**src/logic/branch_defines.svh**
```systemverilog
`ifndef BRANCH_DEFINES_SVH
`define BRANCH_DEFINES_SVH

// data and pc width
`define XLEN 32

// reorder-buffer tag width
`define ROB_TAG_W 3

// reservation station size, index width must match
`define BRS_ENTRIES 8
`define BRS_IDX_W 3

`endif

```
**src/logic/branch_pkg.sv**
```systemverilog
`include "branch_defines.svh"

package branch_pkg;

  // rv32i major opcodes handled here
  typedef enum logic [6:0] {
    op_jal    = 7'b1101111,
    op_jalr   = 7'b1100111,
    op_branch = 7'b1100011
  } opcode_e;

  // branch funct3 encodings
  typedef enum logic [2:0] {
    beq  = 3'b000,
    bne  = 3'b001,
    blt  = 3'b100,
    bge  = 3'b101,
    bltu = 3'b110,
    bgeu = 3'b111
  } cmp_op_e;

  typedef logic [`ROB_TAG_W-1:0] rob_tag_t;

endpackage

```
**src/logic/branch_ctrl.sv**
```systemverilog
`include "branch_defines.svh"

module branch_ctrl (
  input  logic                  clk,
  input  logic                  rst,
  input  logic                  issue_req,
  output logic                  issue_ack,
  input  logic [`BRS_ENTRIES-1:0] busy,
  input  logic [`BRS_ENTRIES-1:0] ready,
  output logic                  alloc,
  output logic [`BRS_IDX_W-1:0] alloc_idx,
  output logic                  pick,
  output logic [`BRS_IDX_W-1:0] pick_idx
);

  logic                  has_free;
  logic [`BRS_IDX_W-1:0] rr_ptr;
  logic [`BRS_IDX_W-1:0] cand;

  assign has_free = ~&busy;

  // accept only in the low phase of ack
  assign alloc = issue_req && !issue_ack && has_free;

  // lowest free entry
  always_comb begin
    alloc_idx = '0;
    for (int i = `BRS_ENTRIES - 1; i >= 0; i--) begin
      if (!busy[i]) begin
        alloc_idx = `BRS_IDX_W'(i);
      end
    end
  end

  // first ready entry at or after the pointer
  always_comb begin
    pick = 1'b0;
    pick_idx = '0;
    cand = '0;
    for (int i = 0; i < `BRS_ENTRIES; i++) begin
      cand = rr_ptr + `BRS_IDX_W'(i);
      if (!pick && ready[cand]) begin
        pick = 1'b1;
        pick_idx = cand;
      end
    end
  end

  always_ff @(posedge clk) begin
    if (rst) begin
      issue_ack <= 1'b0;
      rr_ptr <= '0;
    end else begin
      if (alloc) begin
        issue_ack <= 1'b1;
      end else if (!issue_req) begin
        issue_ack <= 1'b0;
      end
      if (pick) begin
        rr_ptr <= pick_idx + 1'b1;
      end
    end
  end

  // the issuer holds req until it is acknowledged
  req_held_for_ack: assert property (@(posedge clk) disable iff (rst)
    issue_req && !issue_ack |=> issue_req);

  alloc_hits_free: assert property (@(posedge clk) disable iff (rst)
    alloc |-> !busy[alloc_idx]);

endmodule

```
**src/logic/branch_station.sv**
```systemverilog
`include "branch_defines.svh"

module branch_station (
  input  logic                     clk,
  input  logic                     rst,
  input  logic                     alloc,
  input  logic [`BRS_IDX_W-1:0]    alloc_idx,
  input  logic                     pick,
  input  logic [`BRS_IDX_W-1:0]    pick_idx,
  input  branch_pkg::opcode_e      issue_opcode,
  input  branch_pkg::cmp_op_e      issue_funct3,
  input  logic [`XLEN-1:0]         issue_imm,
  input  logic [`XLEN-1:0]         issue_pc,
  input  branch_pkg::rob_tag_t     issue_tag,
  input  logic                     rs1_ready,
  input  logic [`XLEN-1:0]         rs1_value,
  input  branch_pkg::rob_tag_t     rs1_tag,
  input  logic                     rs2_ready,
  input  logic [`XLEN-1:0]         rs2_value,
  input  branch_pkg::rob_tag_t     rs2_tag,
  input  logic                     cdb_valid,
  input  branch_pkg::rob_tag_t     cdb_tag,
  input  logic [`XLEN-1:0]         cdb_value,
  output logic [`BRS_ENTRIES-1:0]  busy,
  output logic [`BRS_ENTRIES-1:0]  ready,
  output branch_pkg::opcode_e      sel_opcode,
  output branch_pkg::cmp_op_e      sel_funct3,
  output logic [`XLEN-1:0]         sel_pc,
  output logic [`XLEN-1:0]         sel_imm,
  output logic [`XLEN-1:0]         sel_rs1,
  output logic [`XLEN-1:0]         sel_rs2,
  output branch_pkg::rob_tag_t     sel_tag
);

  logic [`BRS_ENTRIES-1:0] busy_q;
  logic [`BRS_ENTRIES-1:0] rs1_rdy_q;
  logic [`BRS_ENTRIES-1:0] rs2_rdy_q;
  logic [`BRS_ENTRIES-1:0] rs1_wake;
  logic [`BRS_ENTRIES-1:0] rs2_wake;

  branch_pkg::opcode_e  opcode_q [`BRS_ENTRIES];
  branch_pkg::cmp_op_e  funct3_q [`BRS_ENTRIES];
  logic [`XLEN-1:0]     pc_q     [`BRS_ENTRIES];
  logic [`XLEN-1:0]     imm_q    [`BRS_ENTRIES];
  branch_pkg::rob_tag_t tag_q    [`BRS_ENTRIES];
  logic [`XLEN-1:0]     rs1_q    [`BRS_ENTRIES];
  logic [`XLEN-1:0]     rs2_q    [`BRS_ENTRIES];
  branch_pkg::rob_tag_t rs1_tag_q[`BRS_ENTRIES];
  branch_pkg::rob_tag_t rs2_tag_q[`BRS_ENTRIES];

  logic rs1_skip;
  logic rs2_skip;
  logic rs1_fwd;
  logic rs2_fwd;

  // jal needs no operands, jalr needs only rs1
  assign rs1_skip = (issue_opcode == branch_pkg::op_jal);
  assign rs2_skip = (issue_opcode != branch_pkg::op_branch);

  // operand broadcast on the very edge it is issued
  assign rs1_fwd = !rs1_ready && cdb_valid && (cdb_tag == rs1_tag);
  assign rs2_fwd = !rs2_ready && cdb_valid && (cdb_tag == rs2_tag);

  always_comb begin
    for (int i = 0; i < `BRS_ENTRIES; i++) begin
      rs1_wake[i] = cdb_valid && busy_q[i] && !rs1_rdy_q[i] && (rs1_tag_q[i] == cdb_tag);
      rs2_wake[i] = cdb_valid && busy_q[i] && !rs2_rdy_q[i] && (rs2_tag_q[i] == cdb_tag);
    end
  end

  always_ff @(posedge clk) begin
    if (rst) begin
      busy_q <= '0;
      rs1_rdy_q <= '0;
      rs2_rdy_q <= '0;
    end else begin
      rs1_rdy_q <= rs1_rdy_q | rs1_wake;
      rs2_rdy_q <= rs2_rdy_q | rs2_wake;
      if (alloc) begin
        busy_q[alloc_idx] <= 1'b1;
        rs1_rdy_q[alloc_idx] <= rs1_skip || rs1_ready || rs1_fwd;
        rs2_rdy_q[alloc_idx] <= rs2_skip || rs2_ready || rs2_fwd;
      end
      // release the entry handed to resolve
      if (pick) begin
        busy_q[pick_idx] <= 1'b0;
      end
    end
  end

  always_ff @(posedge clk) begin
    for (int i = 0; i < `BRS_ENTRIES; i++) begin
      if (rs1_wake[i]) begin
        rs1_q[i] <= cdb_value;
      end
      if (rs2_wake[i]) begin
        rs2_q[i] <= cdb_value;
      end
    end
    if (alloc) begin
      opcode_q[alloc_idx] <= issue_opcode;
      funct3_q[alloc_idx] <= issue_funct3;
      pc_q[alloc_idx] <= issue_pc;
      imm_q[alloc_idx] <= issue_imm;
      tag_q[alloc_idx] <= issue_tag;
      rs1_tag_q[alloc_idx] <= rs1_tag;
      rs2_tag_q[alloc_idx] <= rs2_tag;
      rs1_q[alloc_idx] <= rs1_ready ? rs1_value : cdb_value;
      rs2_q[alloc_idx] <= rs2_ready ? rs2_value : cdb_value;
    end
  end

  assign busy = busy_q;
  assign ready = busy_q & rs1_rdy_q & rs2_rdy_q;

  assign sel_opcode = opcode_q[pick_idx];
  assign sel_funct3 = funct3_q[pick_idx];
  assign sel_pc = pc_q[pick_idx];
  assign sel_imm = imm_q[pick_idx];
  assign sel_rs1 = rs1_q[pick_idx];
  assign sel_rs2 = rs2_q[pick_idx];
  assign sel_tag = tag_q[pick_idx];

  // picked entry must be busy with both operands in hand
  pick_is_ready: assert property (@(posedge clk) disable iff (rst)
    pick |-> ready[pick_idx]);

endmodule

```
**src/logic/branch_compare.sv**
```systemverilog
`include "branch_defines.svh"

module branch_compare (
  input  branch_pkg::cmp_op_e op,
  input  logic [`XLEN-1:0]    a,
  input  logic [`XLEN-1:0]    b,
  output logic                br_en
);

  always_comb begin
    case (op)
      branch_pkg::beq:  br_en = (a == b);
      branch_pkg::bne:  br_en = (a != b);
      branch_pkg::blt:  br_en = ($signed(a) < $signed(b));
      branch_pkg::bge:  br_en = ($signed(a) >= $signed(b));
      branch_pkg::bltu: br_en = (a < b);
      branch_pkg::bgeu: br_en = (a >= b);
      // reserved funct3 values never branch
      default:          br_en = 1'b0;
    endcase
  end

endmodule

```
**src/logic/branch_resolve.sv**
```systemverilog
`include "branch_defines.svh"

module branch_resolve (
  input  logic                 clk,
  input  logic                 rst,
  input  logic                 pick,
  input  branch_pkg::opcode_e  sel_opcode,
  input  logic [`XLEN-1:0]     sel_pc,
  input  logic [`XLEN-1:0]     sel_imm,
  input  logic [`XLEN-1:0]     sel_rs1,
  input  branch_pkg::rob_tag_t sel_tag,
  input  logic                 br_en,
  output logic                 redirect_valid,
  output logic                 redirect_taken,
  output logic [`XLEN-1:0]     redirect_pc,
  output logic                 result_valid,
  output branch_pkg::rob_tag_t result_tag,
  output logic [`XLEN-1:0]     result_value
);

  logic             taken;
  logic             link_wr;
  logic [`XLEN-1:0] target;
  logic [`XLEN-1:0] link;
  logic [`XLEN-1:0] pc_rel;
  logic [`XLEN-1:0] reg_rel;

  assign link = sel_pc + `XLEN'd4;
  assign pc_rel = sel_pc + sel_imm;
  assign reg_rel = sel_rs1 + sel_imm;

  always_comb begin
    case (sel_opcode)
      branch_pkg::op_jal: begin
        taken = 1'b1;
        link_wr = 1'b1;
        target = pc_rel;
      end
      branch_pkg::op_jalr: begin
        taken = 1'b1;
        link_wr = 1'b1;
        target = {reg_rel[`XLEN-1:1], 1'b0};
      end
      default: begin
        // not taken falls through to the next instruction
        taken = br_en;
        link_wr = 1'b0;
        target = br_en ? pc_rel : link;
      end
    endcase
  end

  always_ff @(posedge clk) begin
    if (rst) begin
      redirect_valid <= 1'b0;
      result_valid <= 1'b0;
    end else begin
      redirect_valid <= pick;
      result_valid <= pick && link_wr;
    end
  end

  always_ff @(posedge clk) begin
    redirect_taken <= taken;
    redirect_pc <= target;
    result_tag <= sel_tag;
    result_value <= link;
  end

endmodule

```
**src/logic/branch_unit_top.sv**
```systemverilog
`include "branch_defines.svh"

module branch_unit_top (
  input  logic                 clk,
  input  logic                 rst,
  input  logic                 issue_req,
  output logic                 issue_ack,
  input  branch_pkg::opcode_e  issue_opcode,
  input  branch_pkg::cmp_op_e  issue_funct3,
  input  logic [`XLEN-1:0]     issue_imm,
  input  logic [`XLEN-1:0]     issue_pc,
  input  branch_pkg::rob_tag_t issue_tag,
  input  logic                 rs1_ready,
  input  logic [`XLEN-1:0]     rs1_value,
  input  branch_pkg::rob_tag_t rs1_tag,
  input  logic                 rs2_ready,
  input  logic [`XLEN-1:0]     rs2_value,
  input  branch_pkg::rob_tag_t rs2_tag,
  input  logic                 cdb_valid,
  input  branch_pkg::rob_tag_t cdb_tag,
  input  logic [`XLEN-1:0]     cdb_value,
  output logic                 redirect_valid,
  output logic                 redirect_taken,
  output logic [`XLEN-1:0]     redirect_pc,
  output logic                 result_valid,
  output branch_pkg::rob_tag_t result_tag,
  output logic [`XLEN-1:0]     result_value
);

  logic [`BRS_ENTRIES-1:0] busy;
  logic [`BRS_ENTRIES-1:0] ready;
  logic                    alloc;
  logic [`BRS_IDX_W-1:0]   alloc_idx;
  logic                    pick;
  logic [`BRS_IDX_W-1:0]   pick_idx;
  branch_pkg::opcode_e     sel_opcode;
  branch_pkg::cmp_op_e     sel_funct3;
  logic [`XLEN-1:0]        sel_pc;
  logic [`XLEN-1:0]        sel_imm;
  logic [`XLEN-1:0]        sel_rs1;
  logic [`XLEN-1:0]        sel_rs2;
  branch_pkg::rob_tag_t    sel_tag;
  logic                    br_en;

  branch_ctrl i_ctrl (
    .clk       (clk),
    .rst       (rst),
    .issue_req (issue_req),
    .issue_ack (issue_ack),
    .busy      (busy),
    .ready     (ready),
    .alloc     (alloc),
    .alloc_idx (alloc_idx),
    .pick      (pick),
    .pick_idx  (pick_idx)
  );

  branch_station i_station (
    .clk          (clk),
    .rst          (rst),
    .alloc        (alloc),
    .alloc_idx    (alloc_idx),
    .pick         (pick),
    .pick_idx     (pick_idx),
    .issue_opcode (issue_opcode),
    .issue_funct3 (issue_funct3),
    .issue_imm    (issue_imm),
    .issue_pc     (issue_pc),
    .issue_tag    (issue_tag),
    .rs1_ready    (rs1_ready),
    .rs1_value    (rs1_value),
    .rs1_tag      (rs1_tag),
    .rs2_ready    (rs2_ready),
    .rs2_value    (rs2_value),
    .rs2_tag      (rs2_tag),
    .cdb_valid    (cdb_valid),
    .cdb_tag      (cdb_tag),
    .cdb_value    (cdb_value),
    .busy         (busy),
    .ready        (ready),
    .sel_opcode   (sel_opcode),
    .sel_funct3   (sel_funct3),
    .sel_pc       (sel_pc),
    .sel_imm      (sel_imm),
    .sel_rs1      (sel_rs1),
    .sel_rs2      (sel_rs2),
    .sel_tag      (sel_tag)
  );

  branch_compare i_compare (
    .op    (sel_funct3),
    .a     (sel_rs1),
    .b     (sel_rs2),
    .br_en (br_en)
  );

  branch_resolve i_resolve (
    .clk            (clk),
    .rst            (rst),
    .pick           (pick),
    .sel_opcode     (sel_opcode),
    .sel_pc         (sel_pc),
    .sel_imm        (sel_imm),
    .sel_rs1        (sel_rs1),
    .sel_tag        (sel_tag),
    .br_en          (br_en),
    .redirect_valid (redirect_valid),
    .redirect_taken (redirect_taken),
    .redirect_pc    (redirect_pc),
    .result_valid   (result_valid),
    .result_tag     (result_tag),
    .result_value   (result_value)
  );

endmodule

```
**config.mk**
```make
export PLATFORM = sky130hd
export DESIGN_NAME = branch_unit_top
export DESIGN_NICKNAME = d
export VERILOG_FILES = /design/src/logic/branch_pkg.sv /design/src/logic/branch_ctrl.sv /design/src/logic/branch_station.sv /design/src/logic/branch_compare.sv /design/src/logic/branch_resolve.sv /design/src/logic/branch_unit_top.sv
export VERILOG_INCLUDE_DIRS = /design/src /design/src/logic
export SDC_FILE = /design/constraint.sdc
export NUM_CORES = 2
export LEC_CHECK = 0
export BUFFER_PORTS_ARGS = -buffer_cell sky130_fd_sc_hd__buf_4
export CORE_MARGIN = 2
export CORE_UTILIZATION = 30
export CTS_BUF_LIST = sky130_fd_sc_hd__clkbuf_4
export DETAILED_ROUTE_END_ITERATION = 12
export SLEW_MARGIN = 20
export SYNTH_ARGS = -nofsm -noshare
export SYNTH_HDL_FRONTEND = slang
export SYNTH_SLANG_ARGS = --single-unit
```
**constraint.sdc**
```tcl
create_clock -name clk -period 21.9 [get_ports clk]
set_clock_uncertainty 0.05 [all_clocks]
set_input_delay 1.095 -clock clk [delete_from_list [all_inputs] [get_ports clk]]
set_output_delay 1.095 -clock clk [all_outputs]
set_load 0.05 [all_outputs]
```
==> Flow_metrics.wiki <==
{| class="wikitable"
! Metric !! Value
|-
| Max-cap check violation count || 0
|-
| Final core area utilization || 0.353
|-
| Period utilization || 0.541
|-
| Hold wc startpoint || issue_opcode[3]
|-
| WL met3 || 16.3 mm
|-
| Number of nets at the end of the flow || 5942
|-
| Post-Layout Cell Count || 8542
|-
| Run status || finished clean
|-
| Cell taking the most area after synthesis || sky130_fd_sc_hd__edfxtp_1
|-
| Global-route wire length before repair || 286 mm
|-
| Post-Synthesis Mean Instance Area || 11.2 sq um
|-
| Standard-cell row count || 162
|-
| Clock slew seen by the registers of the worst setup and hold paths || 0.06 ns
|-
| Count of flip-flops with a built-in enable after synthesis || 1176
|-
| Setup TNS || 0 ns
|-
| Routed met1 length || 79.9 mm
|-
| Via count of the first global-routing pass || 43200
|-
| Time the final worst path needs with I/O delays and setup || 11.84 ns
|-
| Number of antenna violations at the first check in global routing || 34
|-
| Required time at the endpoint of the critical path || 23.02 ns
|-
| Gate Count Post-Synth || 5262
|-
| WS Path Type || flip-flop to flip-flop
|-
| Clock latency reported for the late side of the worst-skew pair || 1.32 ns
|-
| Half-perimeter wire length after detailed placement || 118 mm
|-
| Maximum count of clock buffers along a single path || 4
|-
| Worst setup SP type || flip-flop
|-
| Total Routing Usage GR || 0.192
|-
| Most frequent CP cell || sky130_fd_sc_hd__o21ai_0
|-
| Wire length per cell || 23.0 um
|-
| Starting utilization of the core area || 0.303
|-
| Hold path depth || 1
|-
| Cell count of the worst reg-to-reg path || 33
|-
| Critical path fanouts, max || 153
|-
| Total number of clock tree sinks || 1274
|-
| Area Overhead vs Synth || 16.5%
|-
| Clock buffers created by TritonCTS || 359
|-
| Primary flip-flop cell chosen by synthesis mapping || sky130_fd_sc_hd__edfxtp_1
|-
| Achievable clock frequency || 84.5 MHz
|-
| Highest metal layer used by the detailed router || met5
|-
| Sequential area share after synthesis || 0.631
|-
| Layout cells sized above 1 || 0.167
|-
| Die width || 448 um
|-
| Worst slew margin relative to its limit || 0.195
|-
| WL final || 197 mm
|-
| Die area || 0.200 sq mm
|-
| TritonCTS clock tree || yes
|-
| Worst reg2reg setup slack || 10.06 ns
|-
| Largest net degree at the start of global routing || 171
|-
| CP endpoint kind || flip-flop
|-
| Post-Syn Area || 0.0591 sq mm
|-
| DRC Markers || 0
|-
| Beginning of the worst register-to-register path || i_ctrl.rr_ptr[0]
|-
| Number of buffers inserted to repair setup after CTS || 0
|-
| Count of routing violations after the opening detailed-route iteration || 4523
|-
| Area of the placeable core || 0.195 sq mm
|-
| Worst EP arrival || 12.96 ns
|-
| Met2 Routed Length || 93.7 mm
|-
| Async SR Flop Fraction || 0
|-
| Worst hold endpoint || i_station.opcode_q[7][3]
|-
| Flops & latches, synth || 1274
|-
| Number of hold violations in the final report || 0
|-
| Total overflow reported by the global router || 0
|-
| Final number of max-transition violations || 0
|-
| Die outline height || 448 um
|-
| Worst R2R End || i_resolve.redirect_pc[20]
|-
| Hold Path Class || primary input to flip-flop
|-
| Quantity of gates resized following cts || 0
|-
| Routability cong. || 0.880
|-
| Area fraction of the dominant cell type after synthesis || 0.598
|-
| Biggest area contributors in the synthesized netlist || sky130_fd_sc_hd__edfxtp_1 (60%), sky130_fd_sc_hd__nand2_1 (6.7%), sky130_fd_sc_hd__a21oi_1 (4.8%)
|-
| Placed insts || 7835
|-
| Clock root buffer || sky130_fd_sc_hd__clkbuf_4
|-
| Routed via count || 44800
|-
| Number of top-level design ports || 259
|-
| Number of unique standard cell types used by synthesis || 101
|-
| Cell with the largest stage delay on the worst path || sky130_fd_sc_hd__dfxtp_1
|-
| Number of buffers inserted by port buffering || 258
|-
| Biggest cell delay along the critical path || 0.99 ns
|-
| Unrepaired setup endpoints after global routing || no
|-
| H-Tree Level Count || 5
|-
| Post-Synthesis Net Count || 5549
|-
| Length of the first detailed-routing pass in iterations || 7
|-
| Finish-stage setup viols || 0
|-
| Count of synthesis-stage warnings from yosys || 0
|-
| Vias per cell || 5.25
|-
| Detail Route Antenna Nets || 0
|-
| Tightest Pin Transition || 1.17 ns
|}
cells in the final DEF, fill, tap and decap left out, drive strengths merged, types with 40 or more instances in the layout:
| cell | netlist | layout |
|---|---|---|
| o21ai | 53 | 53 |
| ha | 97 | 97 |
| clkinv | 1 | 45 |
| edfxtp | 1176 | 1176 |
| o211ai | 49 | 49 |
| nor3 | 40 | 40 |
| inv | 47 | 52 |
| a31oi | 40 | 40 |
| xor2 | 49 | 49 |
| nor2 | 359 | 359 |
| nand3 | 566 | 566 |
| a311oi | 41 | 41 |
| dlygate4sd3 | 0 | 83 |
| buf | 86 | 305 |
| clkbuf | 270 | 560 |
| a21oi | 566 | 566 |
| xnor2 | 81 | 81 |
| and3 | 52 | 52 |
| mux2i | 172 | 172 |
| dfxtp | 98 | 98 |
| nand2 | 1055 | 1055 |
how the worst max path moves through the flow:
| stage | depth (start not counted) | from | end | slack (ns) |
|---|---|---|---|---|
| final | 33 | i_ctrl.rr_ptr[0] | i_resolve.redirect_pc[20] | 10.06 |
| after CTS | 33 | i_ctrl.rr_ptr[0] | i_resolve.redirect_pc[20] | 10.21 |
| after global placement | 33 | i_ctrl.rr_ptr[0] | i_resolve.redirect_pc[20] | 10.51 |
| after detailed placement | 33 | i_ctrl.rr_ptr[0] | i_resolve.redirect_pc[20] | 10.32 |
| after floorplan | 42 | i_ctrl.rr_ptr[0] | i_resolve.redirect_pc[30] | 13.39 |
| after global routing | 33 | i_ctrl.rr_ptr[0] | i_resolve.redirect_pc[20] | 9.44 |
sequential cells by signal (all words and copies together), names as in the netlist, 3 cells and up:
signal / count
i_ctrl.rr_ptr: 3
i_resolve.redirect_pc: 32
i_resolve.result_tag: 3
i_resolve.result_value: 32
i_station.busy: 8
i_station.funct3_q: 24
i_station.imm_q: 256
i_station.opcode_q: 56
i_station.pc_q: 256
i_station.rs1_q: 256
i_station.rs1_rdy_q: 8
i_station.rs1_tag_q: 24
i_station.rs2_q: 256
i_station.rs2_rdy_q: 8
i_station.rs2_tag_q: 24
i_station.tag_q: 24
synthesized netlist by cell type (14+ instances only):
cell type and instances:
sky130_fd_sc_hd__xor2_1 49, sky130_fd_sc_hd__buf_2 36, sky130_fd_sc_hd__a21o_1 24, sky130_fd_sc_hd__o21ai_0 45
sky130_fd_sc_hd__inv_1 41, sky130_fd_sc_hd__xnor2_1 78, sky130_fd_sc_hd__edfxtp_1 1176, sky130_fd_sc_hd__and3_1 52
sky130_fd_sc_hd__mux2_2 22, sky130_fd_sc_hd__a31o_2 17, sky130_fd_sc_hd__nor4_1 14, sky130_fd_sc_hd__a311oi_1 40
sky130_fd_sc_hd__nand2b_1 18, sky130_fd_sc_hd__a211oi_1 30, sky130_fd_sc_hd__ha_1 97, sky130_fd_sc_hd__nor2_1 359
sky130_fd_sc_hd__clkbuf_1 270, sky130_fd_sc_hd__a221o_1 15, sky130_fd_sc_hd__o211ai_1 44, sky130_fd_sc_hd__nand3_1 563
sky130_fd_sc_hd__a21oi_1 566, sky130_fd_sc_hd__buf_1 30, sky130_fd_sc_hd__mux2i_1 171, sky130_fd_sc_hd__nor3_1 40
sky130_fd_sc_hd__nand4_1 29, sky130_fd_sc_hd__dfxtp_1 98, sky130_fd_sc_hd__nor2b_1 20, sky130_fd_sc_hd__a31oi_1 39
sky130_fd_sc_hd__nand2_1 1053
logic make-up after synthesis:
logic type,after synthesis,synth area share
AND/OR/NAND/NOR,2207,0.163
adder cells (fa/ha/maj),99,0.0212
multiplexers,208,0.0377
XOR/XNOR,130,0.0200
buffers and inverters,404,0.0285
AO/OA/AOI/OAI,940,0.0980
flip-flops,1274,0.631
metal layers:
layer  up-vias  GRT usage
met3       415     0.0367
met1     21900      0.248
met5         -          0
li1      20300          -
met2      2198      0.316
met4         8     0.0777
through the flow:
step	cell area, sq um	setup slack (ns)	hold slack (ns)
floorplan	59100	13.39	0.449
global placement	63500	10.51	0.489
detailed placement	63500	10.32	0.496
CTS	68800	10.21	0.00369
global route	68800	9.44	0.0416
finish	68800	10.06	0.139
timing repair:
action	CTS	global route
hold endpoints to repair	645	0
endpoints found under the setup margin	0	0
hold buffers	83	0
critical path, delay by kind of cell, from the launching register on:
| kind | cells | cell delay [ns] |
|---|---|---|
| adders and majority gates | 2 | 0.91 |
| and+or+nand+nor | 8 | 1.60 |
| buffers and inverters | 5 | 2.49 |
| DFF | 1 | 0.99 |
| AOI/OAI and AO/OA | 16 | 4.92 |
| muxes | 2 | 0.59 |
area by class of cell:
type	instances	area (sq um)
clock buffer	560	4200
multi-input combinational	3584	20300
fill	19300	126000
tap	2624	3280
antenna	13	32.5
inverter	48	205
timing repair buffer	388	3220
sequential	1274	37300
clock inverter	51	250
Power is left out: the tool's default activity adds up to more than one toggle a clock period on the data nets, which glitch-free logic cannot reach.
